===== src/periph_settings.svh =====
`ifndef PERIPH_SETTINGS_SVH
`define PERIPH_SETTINGS_SVH

// Entries in each payload FIFO
`define PERIPH_FIFO_DEPTH 16

// System clocks per SCK half period
`define PERIPH_SPI_HALF 2

// Equal samples needed before a keyboard clock change counts
`define PERIPH_PS2_FILTER 4

// Register byte offsets on the AXI4-Lite bus
`define REG_STATUS     8'h00
`define REG_PS2_DATA   8'h04
`define REG_FLASH_ADDR 8'h08
`define REG_FLASH_LEN  8'h0C
`define REG_FLASH_DATA 8'h10
`define REG_LED        8'h14

// AXI response codes
`define PERIPH_RESP_OKAY   2'b00
`define PERIPH_RESP_SLVERR 2'b10

`endif

===== src/periph_pkg.sv =====
package periph_pkg;

  // Master side of the AXI4-Lite bus
  typedef struct packed {
    logic        awvalid;
    logic [7:0]  awaddr;
    logic        wvalid;
    logic [31:0] wdata;
    logic [3:0]  wstrb;
    logic        bready;
    logic        arvalid;
    logic [7:0]  araddr;
    logic        rready;
  } axil_m2s_t;

  // Slave side of the AXI4-Lite bus
  typedef struct packed {
    logic        awready;
    logic        wready;
    logic        bvalid;
    logic [1:0]  bresp;
    logic        arready;
    logic        rvalid;
    logic [31:0] rdata;
    logic [1:0]  rresp;
  } axil_s2m_t;

  // Parity flag sits above the code to match register bit 8
  typedef struct packed {
    logic       parity_err;
    logic [7:0] code;
  } ps2_code_t;

  // Last flag sits above the data to match register bit 8
  typedef struct packed {
    logic       last;
    logic [7:0] data;
  } flash_byte_t;

  // Count of zero means 256 bytes
  typedef struct packed {
    logic [23:0] address;
    logic [7:0]  count;
  } flash_cmd_t;

  typedef struct packed {
    logic cs_n;
    logic sck;
    logic mosi;
  } spi_pins_t;

endpackage


===== src/board_periph_top.sv =====
`timescale 1ns/1ns
`include "periph_settings.svh"

module board_periph_top import periph_pkg::*; (
  input  logic      CLK_16mhz,
  input  logic      pll_locked,
  input  axil_m2s_t bus_in,
  output axil_s2m_t bus_out,
  input  logic      keyboard_clock,
  input  logic      keyboard_data,
  output spi_pins_t spi,
  input  logic      miso,
  output logic      led
);

  logic        rst_n;
  // Keyboard path
  logic        ps2_valid;
  logic        ps2_full;
  logic        ps2_pop;
  logic        ps2_empty;
  logic        ps2_overflow;
  ps2_code_t   ps2_code;
  ps2_code_t   ps2_head;
  // Flash path
  logic        flash_valid;
  logic        flash_full;
  logic        flash_pop;
  logic        flash_empty;
  logic        flash_start;
  logic        flash_busy;
  flash_byte_t flash_byte;
  flash_byte_t flash_head;
  flash_cmd_t  flash_cmd;

  // Reset sync and register map
  periph_ctrl u_ctrl (
    .CLK_16mhz    (CLK_16mhz),
    .pll_locked   (pll_locked),
    .rst_n        (rst_n),
    .bus_in       (bus_in),
    .bus_out      (bus_out),
    .ps2_pop      (ps2_pop),
    .ps2_head     (ps2_head),
    .ps2_empty    (ps2_empty),
    .ps2_overflow (ps2_overflow),
    .flash_pop    (flash_pop),
    .flash_head   (flash_head),
    .flash_empty  (flash_empty),
    .flash_start  (flash_start),
    .flash_cmd    (flash_cmd),
    .flash_busy   (flash_busy),
    .led          (led)
  );

  ps2_receiver u_ps2 (
    .CLK_16mhz      (CLK_16mhz),
    .rst_n          (rst_n),
    .keyboard_clock (keyboard_clock),
    .keyboard_data  (keyboard_data),
    .code_valid     (ps2_valid),
    .code           (ps2_code),
    .fifo_full      (ps2_full),
    .overflow       (ps2_overflow)
  );

  // Scan code buffer
  payload_fifo #(.payload_t(ps2_code_t), .depth(`PERIPH_FIFO_DEPTH)) ps2_fifo (
    .CLK_16mhz (CLK_16mhz),
    .rst_n     (rst_n),
    .push      (ps2_valid),
    .push_data (ps2_code),
    .full      (ps2_full),
    .pop       (ps2_pop),
    .head      (ps2_head),
    .empty     (ps2_empty)
  );

  spi_flash_reader u_flash (
    .CLK_16mhz  (CLK_16mhz),
    .rst_n      (rst_n),
    .start      (flash_start),
    .cmd        (flash_cmd),
    .busy       (flash_busy),
    .spi        (spi),
    .miso       (miso),
    .byte_valid (flash_valid),
    .rd_byte    (flash_byte),
    .fifo_full  (flash_full)
  );

  // Flash byte buffer
  payload_fifo #(.payload_t(flash_byte_t), .depth(`PERIPH_FIFO_DEPTH)) flash_fifo (
    .CLK_16mhz (CLK_16mhz),
    .rst_n     (rst_n),
    .push      (flash_valid),
    .push_data (flash_byte),
    .full      (flash_full),
    .pop       (flash_pop),
    .head      (flash_head),
    .empty     (flash_empty)
  );

endmodule


===== src/periph_ctrl.sv =====
`timescale 1ns/1ns
`include "periph_settings.svh"

module periph_ctrl import periph_pkg::*; (
  input  logic        CLK_16mhz,
  input  logic        pll_locked,
  output logic        rst_n,
  input  axil_m2s_t   bus_in,
  output axil_s2m_t   bus_out,
  output logic        ps2_pop,
  input  ps2_code_t   ps2_head,
  input  logic        ps2_empty,
  input  logic        ps2_overflow,
  output logic        flash_pop,
  input  flash_byte_t flash_head,
  input  logic        flash_empty,
  output logic        flash_start,
  output flash_cmd_t  flash_cmd,
  input  logic        flash_busy,
  output logic        led
);

  logic [2:0]  rst_chain;
  logic        wr_hs;
  logic        rd_hs;
  logic        bvalid;
  logic [1:0]  bresp;
  logic        rvalid;
  logic [1:0]  rresp;
  logic [31:0] rdata;
  logic [23:0] flash_addr;
  logic [7:0]  flash_len;
  logic        overflow;
  logic [31:0] status_word;
  logic [31:0] ps2_word;
  logic [31:0] flash_word;

  // Three-stage reset synchronizer
  always_ff @(posedge CLK_16mhz or negedge pll_locked) begin
    if (!pll_locked) rst_chain <= '0;
    else rst_chain <= {rst_chain[1:0], 1'b1};
  end
  assign rst_n = rst_chain[2];

  // Address and data accepted together
  assign wr_hs = bus_in.awvalid && bus_in.wvalid && !bvalid;
  // One read outstanding
  assign rd_hs = bus_in.arvalid && !rvalid;

  assign bus_out = '{
    awready: wr_hs,
    wready:  wr_hs,
    bvalid:  bvalid,
    bresp:   bresp,
    arready: !rvalid,
    rvalid:  rvalid,
    rdata:   rdata,
    rresp:   rresp
  };

  // Pop on the read handshake of a non-empty data register
  assign ps2_pop   = rd_hs && (bus_in.araddr == `REG_PS2_DATA) && !ps2_empty;
  assign flash_pop = rd_hs && (bus_in.araddr == `REG_FLASH_DATA) && !flash_empty;

  assign flash_cmd   = '{address: flash_addr, count: flash_len};
  assign status_word = {28'd0, overflow, !flash_empty, flash_busy, !ps2_empty};
  // Bit 31 flags an empty FIFO
  assign ps2_word    = ps2_empty ? 32'h8000_0000 : {23'd0, ps2_head};
  assign flash_word  = flash_empty ? 32'h8000_0000 : {23'd0, flash_head};

  // Write channel and writable registers
  always_ff @(posedge CLK_16mhz or negedge rst_n) begin
    if (!rst_n) begin
      bvalid      <= 1'b0;
      bresp       <= `PERIPH_RESP_OKAY;
      flash_addr  <= '0;
      flash_len   <= '0;
      flash_start <= 1'b0;
      led         <= 1'b0;
      overflow    <= 1'b0;
    end else begin
      flash_start <= 1'b0;
      if (bvalid && bus_in.bready) bvalid <= 1'b0;
      if (wr_hs) begin
        bvalid <= 1'b1;
        bresp  <= `PERIPH_RESP_OKAY;
        case (bus_in.awaddr)
          // Write 1 to bit 3 clears overflow
          `REG_STATUS: begin
            if (bus_in.wstrb[0] && bus_in.wdata[3]) overflow <= 1'b0;
          end
          `REG_FLASH_ADDR: begin
            for (int i = 0; i < 3; i++) begin
              if (bus_in.wstrb[i]) flash_addr[8*i +: 8] <= bus_in.wdata[8*i +: 8];
            end
          end
          // Ignored while a request runs
          `REG_FLASH_LEN: begin
            if (bus_in.wstrb[0] && !flash_busy && !flash_start) begin
              flash_len   <= bus_in.wdata[7:0];
              flash_start <= 1'b1;
            end
          end
          `REG_LED: begin
            if (bus_in.wstrb[0]) led <= bus_in.wdata[0];
          end
          // Data registers are read-only
          default: bresp <= `PERIPH_RESP_SLVERR;
        endcase
      end
      // New overflow wins over a clear
      if (ps2_overflow) overflow <= 1'b1;
    end
  end

  // Read valid
  always_ff @(posedge CLK_16mhz or negedge rst_n) begin
    if (!rst_n) begin
      rvalid <= 1'b0;
    end else if (rd_hs) begin
      rvalid <= 1'b1;
    end else if (bus_in.rready) begin
      rvalid <= 1'b0;
    end
  end

  // Read data held until the next handshake
  always_ff @(posedge CLK_16mhz) begin
    if (rd_hs) begin
      rresp <= `PERIPH_RESP_OKAY;
      case (bus_in.araddr)
        `REG_STATUS:     rdata <= status_word;
        `REG_PS2_DATA:   rdata <= ps2_word;
        `REG_FLASH_ADDR: rdata <= {8'd0, flash_addr};
        `REG_FLASH_DATA: rdata <= flash_word;
        `REG_LED:        rdata <= {31'd0, led};
        // FLASH_LEN is write-only
        default: begin
          rdata <= '0;
          rresp <= `PERIPH_RESP_SLVERR;
        end
      endcase
    end
  end

endmodule


===== src/spi_flash_reader.sv =====
`timescale 1ns/1ns
`include "periph_settings.svh"

module spi_flash_reader import periph_pkg::*; (
  input  logic        CLK_16mhz,
  input  logic        rst_n,
  input  logic        start,
  input  flash_cmd_t  cmd,
  output logic        busy,
  output spi_pins_t   spi,
  input  logic        miso,
  output logic        byte_valid,
  output flash_byte_t rd_byte,
  input  logic        fifo_full
);

  localparam int half_len = `PERIPH_SPI_HALF;
  localparam int half_w   = $clog2(half_len + 1);

  typedef enum logic [2:0] {
    st_idle,
    st_command,
    st_address,
    st_data,
    st_done
  } state_t;

  state_t            state;
  logic [half_w-1:0] half_cnt;
  logic              tick;
  logic              pause;
  logic              shifting;
  logic              rise;
  logic              cs_n;
  logic              sck;
  logic [31:0]       tx_shift;
  logic [7:0]        rx_shift;
  logic [7:0]        rx_next;
  logic [4:0]        bit_cnt;
  logic [8:0]        remaining;

  assign busy     = (state != st_idle);
  // Hold SCK low before the next byte while the FIFO has no room
  assign pause    = (state == st_data) && !sck && fifo_full;
  assign tick     = (half_cnt == half_w'(half_len - 1));
  assign shifting = (state == st_command) || (state == st_address) || (state == st_data);
  // Mode 0 sample point
  assign rise     = shifting && tick && !sck && !pause;
  assign rx_next  = {rx_shift[6:0], miso};
  assign spi      = '{cs_n: cs_n, sck: sck, mosi: tx_shift[31]};

  always_ff @(posedge CLK_16mhz or negedge rst_n) begin
    if (!rst_n) begin
      state      <= st_idle;
      half_cnt   <= '0;
      cs_n       <= 1'b1;
      sck        <= 1'b0;
      tx_shift   <= '0;
      bit_cnt    <= '0;
      remaining  <= '0;
      byte_valid <= 1'b0;
    end else begin
      byte_valid <= 1'b0;
      if (state == st_idle) begin
        half_cnt <= '0;
        if (start) begin
          state     <= st_command;
          cs_n      <= 1'b0;
          // Read opcode then address MSB first
          tx_shift  <= {8'h03, cmd.address};
          bit_cnt   <= 5'd7;
          remaining <= {cmd.count == 8'd0, cmd.count};
        end
      end else if (!pause) begin
        if (!tick) begin
          half_cnt <= half_cnt + 1'b1;
        end else begin
          half_cnt <= '0;
          if (state == st_done) begin
            // Drop SCK then raise CS
            if (sck) begin
              sck <= 1'b0;
            end else begin
              cs_n       <= 1'b1;
              state      <= st_idle;
              // Last byte goes out as busy falls
              byte_valid <= 1'b1;
            end
          end else if (!sck) begin
            sck <= 1'b1;
            if (state == st_data && bit_cnt == 5'd0) begin
              if (remaining == 9'd1) state <= st_done;
              else byte_valid <= 1'b1;
            end
          end else begin
            sck      <= 1'b0;
            tx_shift <= {tx_shift[30:0], 1'b0};
            if (bit_cnt != 5'd0) begin
              bit_cnt <= bit_cnt - 1'b1;
            end else begin
              case (state)
                st_command: begin
                  state   <= st_address;
                  bit_cnt <= 5'd23;
                end
                st_address: begin
                  state   <= st_data;
                  bit_cnt <= 5'd7;
                end
                default: begin
                  bit_cnt   <= 5'd7;
                  remaining <= remaining - 1'b1;
                end
              endcase
            end
          end
        end
      end
    end
  end

  // Receive shifter and byte capture
  always_ff @(posedge CLK_16mhz) begin
    if (rise) begin
      rx_shift <= rx_next;
      if (state == st_data && bit_cnt == 5'd0) begin
        rd_byte <= '{last: remaining == 9'd1, data: rx_next};
      end
    end
  end

endmodule


===== src/ps2_receiver.sv =====
`timescale 1ns/1ns
`include "periph_settings.svh"

module ps2_receiver import periph_pkg::*; (
  input  logic      CLK_16mhz,
  input  logic      rst_n,
  input  logic      keyboard_clock,
  input  logic      keyboard_data,
  output logic      code_valid,
  output ps2_code_t code,
  input  logic      fifo_full,
  output logic      overflow
);

  localparam int filt_len = `PERIPH_PS2_FILTER;
  localparam int filt_w   = $clog2(filt_len + 1);

  logic [1:0]        clk_sync;
  logic [1:0]        data_sync;
  logic              clk_filt;
  logic [filt_w-1:0] filt_cnt;
  logic              filt_done;
  logic              clk_fall;
  logic [3:0]        bit_cnt;
  logic [7:0]        shift;
  logic              parity_bit;

  // Filtered clock is about to switch
  assign filt_done = (clk_sync[1] != clk_filt) && (filt_cnt == filt_w'(filt_len - 1));
  // Accepted high to low transition
  assign clk_fall = filt_done && clk_filt;

  // Two-flop synchronizers and glitch filter
  always_ff @(posedge CLK_16mhz or negedge rst_n) begin
    if (!rst_n) begin
      clk_sync  <= 2'b11;
      data_sync <= 2'b11;
      clk_filt  <= 1'b1;
      filt_cnt  <= '0;
    end else begin
      clk_sync  <= {clk_sync[0], keyboard_clock};
      data_sync <= {data_sync[0], keyboard_data};
      if (clk_sync[1] == clk_filt) begin
        filt_cnt <= '0;
      end else if (filt_done) begin
        clk_filt <= clk_sync[1];
        filt_cnt <= '0;
      end else begin
        filt_cnt <= filt_cnt + 1'b1;
      end
    end
  end

  // Frame deserializer
  always_ff @(posedge CLK_16mhz or negedge rst_n) begin
    if (!rst_n) begin
      bit_cnt    <= '0;
      code_valid <= 1'b0;
      overflow   <= 1'b0;
    end else begin
      code_valid <= 1'b0;
      overflow   <= 1'b0;
      if (clk_fall) begin
        if (bit_cnt == 4'd0) begin
          // Wait for a low start bit
          if (!data_sync[1]) bit_cnt <= 4'd1;
        end else if (bit_cnt <= 4'd9) begin
          bit_cnt <= bit_cnt + 1'b1;
        end else begin
          bit_cnt <= 4'd0;
          // Stop bit must be high or the frame is dropped
          if (data_sync[1]) begin
            if (fifo_full) overflow <= 1'b1;
            else code_valid <= 1'b1;
          end
        end
      end
    end
  end

  // Data and parity capture
  always_ff @(posedge CLK_16mhz) begin
    if (clk_fall) begin
      // LSB first
      if (bit_cnt >= 4'd1 && bit_cnt <= 4'd8) shift <= {data_sync[1], shift[7:1]};
      if (bit_cnt == 4'd9) parity_bit <= data_sync[1];
      // Odd parity over data plus parity bit
      if (bit_cnt == 4'd10) code <= '{parity_err: ~(^{shift, parity_bit}), code: shift};
    end
  end

endmodule


===== src/payload_fifo.sv =====
`timescale 1ns/1ns

module payload_fifo #(
  parameter type payload_t = logic [7:0],
  parameter int  depth     = 16
) (
  input  logic     CLK_16mhz,
  input  logic     rst_n,
  input  logic     push,
  input  payload_t push_data,
  output logic     full,
  input  logic     pop,
  output payload_t head,
  output logic     empty
);

  localparam int ptr_w = (depth > 1) ? $clog2(depth) : 1;
  localparam int cnt_w = $clog2(depth + 1);

  payload_t         mem [depth];
  logic [ptr_w-1:0] wr_ptr;
  logic [ptr_w-1:0] rd_ptr;
  logic [cnt_w-1:0] count;
  logic             do_push;
  logic             do_pop;

  // Pointers wrap at depth so any depth works
  function automatic logic [ptr_w-1:0] next_ptr(input logic [ptr_w-1:0] ptr);
    return (ptr == ptr_w'(depth - 1)) ? '0 : ptr + 1'b1;
  endfunction

  assign full  = (count == cnt_w'(depth));
  assign empty = (count == '0);
  // Overfill and underflow requests are dropped
  assign do_push = push && !full;
  assign do_pop  = pop && !empty;
  // Show-ahead head
  assign head = mem[rd_ptr];

  always_ff @(posedge CLK_16mhz or negedge rst_n) begin
    if (!rst_n) begin
      wr_ptr <= '0;
      rd_ptr <= '0;
      count  <= '0;
    end else begin
      if (do_push) wr_ptr <= next_ptr(wr_ptr);
      if (do_pop) rd_ptr <= next_ptr(rd_ptr);
      if (do_push && !do_pop) begin
        count <= count + 1'b1;
      end else if (do_pop && !do_push) begin
        count <= count - 1'b1;
      end
    end
  end

  // Storage
  always_ff @(posedge CLK_16mhz) begin
    if (do_push) mem[wr_ptr] <= push_data;
  end

endmodule


===== config.mk =====
export PLATFORM = sky130hd
export DESIGN_NAME = board_periph_top
export DESIGN_NICKNAME = d
export VERILOG_FILES = /design/src/periph_pkg.sv /design/src/board_periph_top.sv /design/src/periph_ctrl.sv /design/src/spi_flash_reader.sv /design/src/ps2_receiver.sv /design/src/payload_fifo.sv
export VERILOG_INCLUDE_DIRS = /design/src
export SDC_FILE = /design/constraint.sdc
export NUM_CORES = 1
export LEC_CHECK = 0
export BUFFER_PORTS_ARGS = -buffer_cell sky130_fd_sc_hd__clkbuf_2
export CAP_MARGIN = 10
export CORE_MARGIN = 10
export CORE_UTILIZATION = 58
export CTS_CLUSTER_SIZE = 8
export DETAILED_ROUTE_END_ITERATION = 8
export GPL_ROUTABILITY_DRIVEN = 0
export HOLD_SLACK_MARGIN = 0.02
export PLACE_DENSITY = 0.76
export SYNTH_ARGS = -nofsm -noshare
export SYNTH_HDL_FRONTEND = slang
export SYNTH_SLANG_ARGS = --single-unit

===== constraint.sdc =====
create_clock -name CLK_16mhz -period 7.78 [get_ports CLK_16mhz]
set_clock_uncertainty 0.1 [all_clocks]
set_input_delay 0.389 -clock CLK_16mhz [delete_from_list [all_inputs] [get_ports CLK_16mhz]]
set_output_delay 0.389 -clock CLK_16mhz [all_outputs]
set_load 0.02 [all_outputs]

Yosys cells after proc, flatten, opt, wreduce, memory -nomap -nowiden. Memory sizes are Yosys's and may differ from the RTL's. Cells that the tools add are included.

Add/subtract/negate cells: 13. $lt $le $gt $ge: 3. Equal/unequal tests: 34. Multiplexer cells: 94. Bitwise gates (word level): 4. Reductions and logical operators: 87.

Operators with widths (number): 32-bit 2-to-1 mux (8); 32-bit case mux with 5 select lines (1); 9-bit 2-to-1 mux (8); 5-bit 2-to-1 mux (12); 1-bit 2-to-1 mux (40); 3-bit 2-to-1 mux (12); 1-bit logical AND (28); 4-bit 2-to-1 mux (7); 4-bit == test (second input constant) (6); 8-bit by 4-bit == test with 1-bit output (second input constant) (3); 8-bit by 5-bit == test with 1-bit output (second input constant) (3); 8-bit logical NOT (3); 3-bit AND reduction (7); 4-bit by 1-bit adder with 4-bit output (second input constant) (5); 2-bit nonzero test (10); 5-bit logical NOT (3); 5-bit by 1-bit subtractor with 5-bit output (second input constant) (3); 1-bit logical NOT (14); 2-bit AND reduction (6); 5-bit by 1-bit adder with 5-bit output (second input constant) (2); 5-bit == test (second input constant) (2); 2-bit 2-to-1 mux (5); 5-bit AND reduction (2); 3-bit by 2-bit == test with 1-bit output (second input constant) (3); 30 further kinds (42).

Flip-flop bits (word level): 204. RAM bits: 288. Bits of input ports: 62. Output and inout port bits: 45. Word-level logic and storage cells: 278. Memories kept: 2.

Memories: flash_fifo.mem (depth 16, width 9, rd ports 1, clocked after memory_dff 0, wr ports 1, line payload_fifo.sv:20) `payload_t mem [depth];`; ps2_fifo.mem (depth 16, width 9, rd ports 1, clocked after memory_dff 0, wr ports 1, line payload_fifo.sv:20).

Depth between registers and ports, before layout. Gate-level depths: netlist of run 1.

Depth after elaboration: 9. Gate-level depth with buffers: 13. Depth with buffers taken out: 12.

Cells and area by module. A second synthesis of run 1 with hierarchy kept.

Cell total of the unflattened synthesis: 1300. Area, all modules: 20337.0 um^2.

By module, submodules not included: payload_fifo at flash_fifo (times used 1, cells an instance 355, area each 6458.7 um^2, seq. area each 4649.5 um^2); payload_fifo at ps2_fifo (times used 1, cells an instance 324, area each 6341.1 um^2, seq. area each 4649.5 um^2); spi_flash_reader (times used 1, cells an instance 325, area each 3264.4 um^2, seq. area each 1833.0 um^2); periph_ctrl (times used 1, cells an instance 214, area each 2987.9 um^2, seq. area each 1806.7 um^2); ps2_receiver (times used 1, cells an instance 82, area each 1285.0 um^2, seq. area each 897.1 um^2).

Worst setup path after synthesis of run 1. OpenSTA, ideal clock, no wires.

Kind: input-to-reg. From: input bus_in[4] (netlist name). To: register flash_fifo.count[4]. Setup time: 0.124 ns. Data arrival time: 2.974 ns. Required time: 7.556 ns. Path slack: 4.583 ns. Cell stages on the path: 12. Path buffers: 1. Cell sequence: buf_6 > or4b_4 > a2111oi_4 > nand2_4 > ha_1 > inv_1 > ha_1 > a21o_1 > a21oi_1 > xnor2_1 > nor2_1 > xnor2_1.

Word-level cells in the longest chain between the ends: 7. Elaborated cells between the ends (all ways): 9. Those cells by class: 1 x eq/ne; 1 x mux; 7 x reduce/logical.

RTL lines: start: declaration (line board_periph_top.sv:7) `input axil_m2s_t bus_in,`; 8-bit by 5-bit == test with 1-bit output (no source line) *; 1-bit logical AND * (2 in a row) (line periph_ctrl.sv:63) `` assign flash_pop = rd_hs && (bus_in.araddr == `REG_FLASH_DATA) && !flash_empty; ``; 1-bit logical AND * (line payload_fifo.sv:36) `assign do_pop = pop && !empty;`; 1-bit logical NOT (line payload_fifo.sv:48) `if (do_push && !do_pop) begin`; 1-bit logical AND (line payload_fifo.sv:48); 5-bit 2-to-1 mux / 2-bit nonzero test (equally long branches); end signal: assignment (line payload_fifo.sv:49) `count <= count + 1'b1;`; end signal: assignment (line payload_fifo.sv:51) `count <= count - 1'b1;`; end: declaration (line payload_fifo.sv:23) `logic [cnt_w-1:0] count;`.

Every way passes the cells marked *; elsewhere a longest branch is shown, timed or not. A chain may end at the register's enable or synchronous reset.

Worst setup path after layout of run 1.
From: register flash_fifo.count[0]. To: register flash_fifo.count[4].

Word-level cells in the longest chain between the ends: 7. Elaborated cells between the ends (all ways): 16. Those cells by class: 2 x add/sub; 1 x eq/ne; 2 x mux; 11 x reduce/logical.

RTL lines: branches (longest 7 deep; another with 5-bit by 1-bit subtractor with 5-bit output).

Parallel ways; which one is timed is not known. The select of a mux whose other input is x is not followed.

==> flow_metrics.env, run 1 <==
export IMPL_nets=1522
export IMPL_crit_path_end_kind="flop"
export IMPL_numCtsBuffers=70
export IMPL_clk_pin_slew_ns=0.05
export IMPL_cpPeakStageDelay_ns=0.96
export IMPL_synth_compound_area_share_pct=5.35
export IMPL_arrival_ns=3.94
export IMPL_placed_cells=1777
export IMPL_criticalPathCategory="flop to flop"
export IMPL_final_antenna_net_count=0
export IMPL_utilization_pct=68.3
export IMPL_route_detailed_drc=0
export IMPL_cts_sinks=483
export IMPL_max_freq_mhz=278
export IMPL_synthArstFlopShare_pct=28.0
export IMPL_p_leak_nw=8.30
export IMPL_fp_dieW_um=206
export IMPL_tightest_slew_ns=1.20
export IMPL_synth_area_per_cell_um2=15.5
export IMPL_drive_gt1_share_pct=22.6
export IMPL_syn_area_um2=20000
export IMPL_cp_start_kind="flop"
export IMPL_synth_edf_count=348
export IMPL_grt_max_degree=71
export IMPL_hpwlAfterDp_mm=27.3
export IMPL_htree_levels=3
export IMPL_place_area_um2=20800
export IMPL_clockBufferDepth=3
export IMPL_cp_slowest_cell="nor4_1"
export IMPL_area_growth_pct=15.4
export IMPL_drt_iter0_markers=904
export IMPL_yosys_register_bits=483
export IMPL_crit_family="simple AND/OR/NAND/NOR gates"
export IMPL_fin_tns_setup_ns=0
export IMPL_wl_mm=44.5
export IMPL_setup_viol=0
export IMPL_start_util_pct=59.1
export IMPL_grt_pass1_vias=12036
export IMPL_vias_per_cell=6.07
export IMPL_status="complete, no violations"
export IMPL_die_height_um=206
export IMPL_synth_top_family_by_area="multiplexers"
export IMPL_core_um2=33800
export IMPL_synth_fa_ha_area_share_pct=1.95
export IMPL_synth_mux_area_share_pct=11.3
export IMPL_routedWlPerCell_um=23.2
export IMPL_crit_path_frequent_cell="xnor2_1"
export IMPL_setup_slack_ns=4.18
export IMPL_hold_viol_final=0
export IMPL_antenna_found_initial=1
export IMPL_port_buffers=88
export IMPL_synth_cells=1291
export IMPL_rows=67
export IMPL_max_slew_margin_pct=19.7
export IMPL_grt_usage_pct=21.4
export IMPL_ys_seq_area_share_pct=69.2
export IMPL_root_buffer="clkbuf_16"
export IMPL_hold_path_class="input pin to flop"
export IMPL_grt_pass1_wl_mm=69.4
export IMPL_critPathRequiredTime_ns=8.12
export IMPL_power_density_nw_per_um2=249
export IMPL_rsz0062_at_grt="false"
export IMPL_clk_latency_ns=0.56
export IMPL_detailedRoute_firstPassIterationCount=5
export IMPL_timing_final_crit_share_pct=46.3
export IMPL_cts_setup_buffers=0
export IMPL_final_area_um2=23100
export IMPL_max_cap_violations=0
export IMPL_synth_cell_types=69
export IMPL_fin_crit_ns=3.60
export IMPL_grt_overflow=0
export IMPL_synth_xor_area_share_pct=1.01
export IMPL_vias=11637
export IMPL_final_cells=1918
export IMPL_cts_tree="yes"
export IMPL_ioPinCount=107
export IMPL_path_max_fanout=9
export IMPL_worstPathCellList="nor4_1, a2111oi_4, nand2_4, ha_1, inv_1, fa_1, a21o_1, a21oi_1, xnor2_1, nor2_1, xnor2_1"
export IMPL_ir_drop_mv=0.226
export IMPL_synth_yosys_warnings=0
export IMPL_dieArea_um2=42300
export IMPL_yosys_area_share_simple_pct=8.46
export IMPL_slew_viol_final=0
export IMPL_synth_main_ff_cell="edfxtp_1"
export IMPL_cp_num_buf_inv=1
export IMPL_pre_cts_slack_ns=4.01
## metal layers
| layer | up-vias | track usage (%) | wire, µm |
|---|---|---|---|
| li1 | 5143 | - | - |
| met1 | 5952 | 26.7 | 17100 |
| met2 | 436 | 35.9 | 23100 |
| met3 | 106 | 4.97 | 3030 |
| met4 | 0 | 8.22 | 1340 |
| met5 | - | 0 | 0 |
## where the power goes
group          switching [W]  internal, W  total [W]
combinational       0.000126    0.0000859   0.000212
sequential         0.0000318      0.00278    0.00281
clock                0.00104      0.00169    0.00273
## sequential cells by signal, indices dropped and copies added, names as in the netlist, 5 cells and up
name / flops
u_flash.rx_shift: 7
u_flash.tx_shift: 32
u_flash.rd_byte: 9
ps2_fifo.count: 5
ps2_fifo.mem: 144
u_ps2.shift: 8
u_flash.remaining: 9
u_ctrl.rdata: 25
u_ctrl.flash_len: 8
flash_fifo.count: 5
u_ps2.code: 9
u_flash.bit_cnt: 5
flash_fifo.mem: 144
u_ctrl.flash_addr: 24
## synth_stat cells, drive strengths merged (13+ instances only)
library cell	n	area share (%)
buf	34	1.0
nand2	125	2.4
a31oi	31	0.97
edfxtp	348	52
a21oi	29	0.73
dfrtp	129	16
inv	30	0.56
and2	22	0.69
o21ai	41	1.0
mux4	71	8.0
ha	28	1.8
nor2	88	1.7
nand2b	13	0.41
nor3	25	0.68
mux2	51	2.9
xnor2	17	0.75
nand3	31	0.78
clkbuf	41	1.0
## per-stage QoR
step	power, W	hold WS, ns
after floorplan	0.00299	-0.00659
after global placement	0.00305	0.0847
after detailed placement	0.00306	0.0869
after CTS	0.00579	0.0322
after global routing	0.00592	0.0600
final	0.00575	0.0550
## cells by family (layout without fill, tap and decap cells)
group / after synthesis / count (layout)
fa+ha+maj: 30 / 30
flops: 483 / 483
xor+xnor: 23 / 23
simple gates: 354 / 354
buf+inv: 105 / 274
other cells: 2 / 12
mux: 131 / 131
compound gates: 163 / 163
## worst register-to-register path: cells and delay by family (launching register included)
family                     cells  cell delay (ns)
AOI/OAI and AO/OA              3             0.66
and+or+nand+nor                3             1.21
buffers and inverters          1             0.12
xor gates and xnor gates       2             0.26
adders and majority gates      2             0.68
DFF                            1             0.43
## timing repair
item                      4_1_cts  5_1_grt
resized for setup               0        0
hold endpoints to repair       40        0
hold buffers                   29        0
## area by class of cell
| type | instances | area, µm² |
|---|---|---|
| timing repair buffer | 134 | 858 |
| clock inverter | 5 | 50.0 |
| tap | 448 | 561 |
| antenna | 2 | 5.00 |
| multi-input combinational | 711 | 5710 |
| clock buffer | 105 | 1930 |
| inverter | 30 | 113 |
| fill | 2135 | 10700 |
| sequential | 483 | 13800 |
## worst paths after layout
kind | startpoint | end | slack (ns) | cells past startpoint
max | flash_fifo.count[0]$_DFFE_PN0P_ | flash_fifo.count[4]$_DFFE_PN0P_ | 4.18 | 11
min | bus_in[49] | u_ctrl.bresp[1]$_DFFE_PN0P_ | 0.06 | 3
max reg2reg | flash_fifo.count[0]$_DFFE_PN0P_ | flash_fifo.count[4]$_DFFE_PN0P_ | 4.18 | 11
min reg2reg | u_ps2.clk_sync[0]$_DFF_PN1_ | u_ps2.clk_sync[1]$_DFF_PN1_ | 0.25 | 0
max in group asynchronous | u_ctrl.rst_chain[2]$_DFF_PN0_ | ps2_fifo.rd_ptr[1]$_DFFE_PN0P_ | 5.74 | 1
min in group asynchronous | pll_locked | u_ctrl.rst_chain[0]$_DFF_PN0_ | 0.07 | 2
## placed cells by master, fill, tap and decap left out, types with 4 or more instances in the layout
cell type,synthesis,final
nor2b_1,6,6
mux4_2,71,71
nand3_1,31,31
clkbuf_1,36,33
nand2_1,124,124
and2_1,22,22
dlygate4sd3_1,0,29
xor2_1,6,6
o21a_1,4,4
ha_1,28,28
a31oi_1,31,31
nor4_1,12,11
conb_1,2,10
clkbuf_16,0,72
inv_1,30,30
xnor2_1,17,17
o21ai_0,39,39
nor2_1,88,88
a22o_1,4,4
a22oi_1,12,12
a21o_1,7,7
dfstp_2,6,6
a21oi_1,29,29
mux2_2,50,50
dfrtp_1,129,126
nand2b_1,13,13
nor3_1,24,16
edfxtp_1,348,348
clkbuf_2,0,88
mux2i_1,9,9
or3_1,4,4
nor3_2,0,8
buf_4,16,17
o211ai_1,10,10
(Power assumes the default switching activity.)
==> inputs of run 2 (changes only) <==
- clock period: 7.78 -> 3.5 ns (I/O delays scaled with it)
==> flow_metrics.env, run 2 (synthesis results as in run 1) <==
export IMPL_grt_usage_pct=22.1
export IMPL_clk_pin_slew_ns=0.06
export IMPL_start_util_pct=59.1
export IMPL_wl_mm=46.1
export IMPL_drt_iter0_markers=953
export IMPL_power_total_w=0.0128
export IMPL_cts_tree="yes"
export IMPL_max_slew_margin_pct=35.7
export IMPL_tightest_slew_ns=0.962
export IMPL_drive_gt1_share_pct=24.2
export IMPL_vias_per_cell=6.00
export IMPL_routedWlPerCell_um=23.3
export IMPL_setup_viol=0
export IMPL_grt_pass1_wl_mm=71.2
export IMPL_htree_levels=3
export IMPL_core_um2=33800
export IMPL_dieArea_um2=42300
export IMPL_clockBufferDepth=3
export IMPL_criticalPathCategory="flop to flop"
export IMPL_final_cell_mix="edfxtp_1, dfrtp_1, nand2_1, nor2_1, clkbuf_2"
export IMPL_fin_crit_ns=3.32
export IMPL_grt_pass1_vias=12250
export IMPL_final_antenna_net_count=0
export IMPL_ioPinCount=107
export IMPL_status="complete, no violations"
export IMPL_utilization_pct=70.0
export IMPL_cts_sinks=483
export IMPL_rows=67
export IMPL_timing_final_crit_share_pct=94.7
export IMPL_grt_max_degree=61
export IMPL_fill_cells=2060
export IMPL_holdPathStages=5
export IMPL_max_cap_violations=0
export IMPL_final_common_cell="edfxtp_1"
export IMPL_cp_start_kind="flop"
export IMPL_worstPathCellList="or4_4, o21ai_2, nor3_2, inv_1, ha_1, inv_1, ha_1, nor2b_1, o21a_1, or3_1, a21oi_1, xor2_1"
export IMPL_crit_path_end_kind="flop"
export IMPL_route_detailed_drc=0
export IMPL_port_buffers=88
export IMPL_multi_input_area_um2=5700
export IMPL_arrival_ns=3.68
export IMPL_hold_viol_final=0
export IMPL_fp_dieW_um=206
export IMPL_hpwlAfterDp_mm=28.3
export IMPL_power_density_nw_per_um2=542
export IMPL_antenna_found_initial=3
export IMPL_ir_drop_mv=0.437
export IMPL_max_freq_mhz=302
export IMPL_critPathRequiredTime_ns=3.86
export IMPL_cpPeakStageDelay_ns=0.57
export IMPL_final_area_um2=23600
export IMPL_die_height_um=206
export IMPL_root_buffer="clkbuf_16"
export IMPL_cts_setup_buffers=0
export IMPL_numCtsBuffers=70
export IMPL_hold_path_class="input pin to flop"
export IMPL_detailedRoute_firstPassIterationCount=5
export IMPL_area_growth_pct=18.3
export IMPL_place_area_um2=21100
export IMPL_clk_latency_ns=0.57
export IMPL_grt_overflow=0
export IMPL_nets=1583
export IMPL_slew_viol_final=0
export IMPL_p_leak_nw=8.60
export IMPL_regArea_um2=13800
export IMPL_path_max_fanout=5
export IMPL_cp_slowest_cell="or4_4"
export IMPL_top_regs="flash_fifo.mem (144), ps2_fifo.mem (144), u_flash.tx_shift (32)"
export IMPL_worstRegToRegCells=12
export IMPL_vias=11861
## run 2: cell types whose count changed in the layout (fill, tap and decap cells not counted), moves of 2 or more
cell / before / now
clkbuf_1: 33 / 30
buf_12: 0 / 6
inv_6: 3 / 1
nor3_2: 8 / 2
buf_4: 17 / 51
dlygate4sd3_1: 29 / 49
nor3_1: 16 / 22
## run 2: worst paths after layout
check / start / to / slack (ns)
worst min register to register: u_ctrl.rst_chain[0]$_DFF_PN0_ / u_ctrl.rst_chain[1]$_DFF_PN0_ / 0.25
worst max register to register: ps2_fifo.count[0]$_DFFE_PN0P_ / ps2_fifo.count[4]$_DFFE_PN0P_ / 0.18
worst min-delay path: bus_in[1] / flash_fifo.rd_ptr[0]$_DFFE_PN0P_ / 0.05
max in group asynchronous: u_ctrl.rst_chain[2]$_DFF_PN0_ / flash_fifo.rd_ptr[1]$_DFFE_PN0P_ / 2.16
worst max-delay path: ps2_fifo.count[0]$_DFFE_PN0P_ / ps2_fifo.count[4]$_DFFE_PN0P_ / 0.18
min in group asynchronous: u_ctrl.rst_chain[2]$_DFF_PN0_ / ps2_fifo.count[4]$_DFFE_PN0P_ / 0.29
## run 2: worst max-delay path, delay by kind of cell (launching register included)
kind / cells / cell delay (ns)
AO/OA/AOI/OAI: 3 / 0.54
XOR/XNOR: 1 / 0.26
adder cells (fa/ha/maj): 2 / 0.56
buffers and inverters: 2 / 0.18
flip-flops: 1 / 0.45
AND/OR/NAND/NOR: 4 / 1.12
## run 2: timing repair
item / CTS / global route
hold buffers: 49 / 0
setup endpoints to repair: 0 / 1
hold endpoints to repair: 50 / 0
resized for setup: 0 / 4
## run 2: layout make-up
type	count	share of cell area [%]
sequential	483	58.5
multi-input combinational	711	24.1
clock buffer	103	8.20
timing repair buffer	195	6.09
tap	448	2.37
inverter	30	0.476
clock inverter	4	0.206
antenna	3	0.0317
## run 2: power breakdown
| part | switching (W) | internal, W |
|---|---|---|
| Sequential | 0.0000674 | 0.00618 |
| Combinational | 0.000292 | 0.000218 |
| Clock | 0.00229 | 0.00378 |
## run 2: per-layer routing
layer	GRT usage, %	wire length, µm
met5	0	13
met4	9.27	1670
met3	5.33	3090
met2	37.2	24000
met1	27.1	17300
## run 2: stage by stage
stage	setup slack, ns	TNS, ns	hold WS [ns]	instances
after floorplan	0.402	0	-0.221	1299
after global placement	0.334	0	-0.129	1817
after detailed placement	0.307	0	-0.128	1817
after CTS	0.150	0	0.0291	1973
after global routing	-0.00837	-0.00837	0.0751	1975
final	0.184	0	0.0534	1977
==> inputs of run 3 (changes only) <==
- BUFFER_PORTS_ARGS: -buffer_cell sky130_fd_sc_hd__clkbuf_2 -> -buffer_cell sky130_fd_sc_hd__buf_4
- RECOVER_POWER: not set -> 100
==> flow_metrics.env, run 3 (synthesis results as in run 1) <==
export IMPL_root_buffer="clkbuf_16"
export IMPL_drive_gt1_share_pct=17.9
export IMPL_rows=67
export IMPL_max_slew_margin_pct=-17.1
export IMPL_grt_pass1_wl_mm=70.4
export IMPL_final_antenna_net_count=0
export IMPL_fill_cells=2201
export IMPL_vias_per_cell=6.00
export IMPL_drt_iter0_markers=1258
export IMPL_final_cell_mix="edfxtp_1, dfrtp_1, nand2_1, clkbuf_1, nor2_1"
export IMPL_tightest_slew_ns=1.76
export IMPL_switchingPower_w=0.00265
export IMPL_vias=11847
export IMPL_rsz0062_at_grt="false"
export IMPL_dieArea_um2=42300
export IMPL_grt_pass1_vias=12386
export IMPL_power_total_w=0.0127
export IMPL_grt_overflow=0
export IMPL_worstPathCellList="dlygate4sd3_1, clkbuf_4, nor3_1, clkbuf_1, o21ai_1, nor3_1, inv_1, ha_1, inv_1, ha_1, nor2b_1, o21a_1, or3_1, a21oi_1, xor2_1"
export IMPL_routed_wl_met2_mm=23.3
export IMPL_fp_dieW_um=206
export IMPL_worstRegToRegCells=12
export IMPL_htree_levels=3
export IMPL_p_sw_share_pct=20.8
export IMPL_grt_usage_pct=21.8
export IMPL_holdPathStages=3
export IMPL_numCtsBuffers=70
export IMPL_p_leak_nw=8.29
export IMPL_cts_sinks=483
export IMPL_cp_slowest_cell="dlygate4sd3_1"
export IMPL_pre_cts_slack_ns=0.308
export IMPL_grt_max_degree=72
export IMPL_start_util_pct=59.1
export IMPL_met3_wirelength_mm=2.96
export IMPL_seqPwrFrac_pct=49.0
export IMPL_arrival_ns=3.65
export IMPL_hold_path_class="input pin to flop"
export IMPL_hpwlAfterDp_mm=28.6
export IMPL_regArea_um2=13800
export IMPL_fin_tns_setup_ns=0
export IMPL_cpPeakStageDelay_ns=0.53
export IMPL_whs_ns=0.0580
export IMPL_min_from="bus_in[4]"
export IMPL_pwr_share_clk_pct=46.9
export IMPL_multi_input_area_um2=5640
export IMPL_path_max_fanout=4
export IMPL_clk_pin_slew_ns=0.05
export IMPL_fin_crit_ns=3.27
export IMPL_cp_start_kind="input pin"
export IMPL_timing_final_crit_share_pct=93.5
export IMPL_slew_viol_final=100
export IMPL_final_common_cell="edfxtp_1"
export IMPL_status="finished, violations left"
export IMPL_placed_cells=1819
export IMPL_route_detailed_drc=0
export IMPL_final_cells=1975
export IMPL_ioPinCount=107
export IMPL_ir_drop_mv=0.433
export IMPL_setup_viol=0
export IMPL_hold_viol_final=0
export IMPL_routedWlPerCell_um=22.9
export IMPL_die_height_um=206
export IMPL_area_growth_pct=17.2
export IMPL_cts_tree="yes"
export IMPL_wl_mm=45.3
export IMPL_port_buffers=88
export IMPL_crit_start="bus_in[7]"
export IMPL_nets=1585
export IMPL_critPathRequiredTime_ns=3.88
export IMPL_antenna_found_initial=2
export IMPL_detailedRoute_firstPassIterationCount=6
export IMPL_setup_slack_ns=0.226
export IMPL_max_cap_violations=2
export IMPL_crit_path_end_kind="flop"
export IMPL_clockBufferDepth=3
export IMPL_power_density_nw_per_um2=544
export IMPL_regToRegStartpoint="ps2_fifo.count[1]$_DFFE_PN0P_"
export IMPL_comb_power_share_pct=4.1
export IMPL_clk_latency_ns=0.56
export IMPL_core_um2=33800
export IMPL_p_int_w=0.0101
export IMPL_m1WireLength_mm=17.3
export IMPL_violations="max-capacitance violations, max-slew violations"
export IMPL_criticalPathCategory="input pin to flop"
export IMPL_top_layer_used="met5"
export IMPL_top_regs="flash_fifo.mem (144), ps2_fifo.mem (144), u_flash.tx_shift (32)"
export IMPL_max_freq_mhz=305
==> run 3: cell types whose count changed in the layout (fill, tap and decap cells not counted), moves of 4 or more <==
cell,delta
and2_0,+14
mux2_1,+7
buf_4,+7
clkbuf_2,-85
clkbuf_4,+6
mux2_2,-7
buf_12,-4
inv_6,+4
clkbuf_1,+76
and2_1,-14
==> run 3: per-layer routing <==
| metal | track usage [%] | up-vias |
|---|---|---|
| met4 | 9.64 | 2 |
| met1 | 26.9 | 5970 |
| met5 | 0 | - |
| met3 | 4.78 | 124 |
| li1 | - | 5268 |
| met2 | 36.3 | 483 |
==> run 3: what timing repair did <==
action                    in CTS  in global routing
setup buffers                  0                  0
hold buffers                  50                  0
hold endpoints to repair      50                  0
resized for setup              0                  0
==> run 3: worst paths after layout <==
check                                              endpoint  slack (ns)
max in group asynchronous  u_flash.tx_shift[28]$_DFFE_PN0P_        0.83
min in group asynchronous      u_ps2.bit_cnt[3]$_DFFE_PN0P_        0.26
max reg2reg                   ps2_fifo.count[4]$_DFFE_PN0P_        0.24
max                           ps2_fifo.count[4]$_DFFE_PN0P_        0.23
min reg2reg                   u_ctrl.rst_chain[2]$_DFF_PN0_        0.25
min                               u_ctrl.rdata[2]$_DFFE_PP_        0.06
==> run 3: area by class of cell <==
| type | instances | area share [%] |
|---|---|---|
| antenna | 1 | 0.0107 |
| clock buffer | 99 | 8.04 |
| clock inverter | 6 | 0.219 |
| inverter | 30 | 0.481 |
| multi-input combinational | 711 | 24.1 |
| sequential | 483 | 59.1 |
| tap | 448 | 2.39 |
| timing repair buffer | 197 | 5.67 |
==> run 3: metrics by stage <==
stage / cell area [µm²] / utilization, %
3_5_place_dp: 21300 / 63.1
2_1_floorplan: 20000 / -
5_1_grt: 23400 / 69.3
4_1_cts: 23800 / 70.3
3_3_place_gp: 21300 / 63.1
6_report: 23400 / 69.3
==> run 3: worst max-delay path, delay by kind of cell <==
family / cells / cell delay [ns]
and+or+nand+nor: 4 / 1.14
buffers and inverters: 5 / 1.15
xor gates and xnor gates: 1 / 0.15
adders and majority gates: 2 / 0.55
AOI/OAI and AO/OA: 3 / 0.47
==> run 3: power by group through the flow <==
stage               Clock, W  Sequential (W)  Combinational (W)
finish               0.00596         0.00624           0.000525
global route         0.00632         0.00624           0.000575
CTS                  0.00605         0.00624           0.000555
detailed placement         0         0.00634           0.000502
global placement           0         0.00634           0.000486
floorplan                  0         0.00637           0.000280
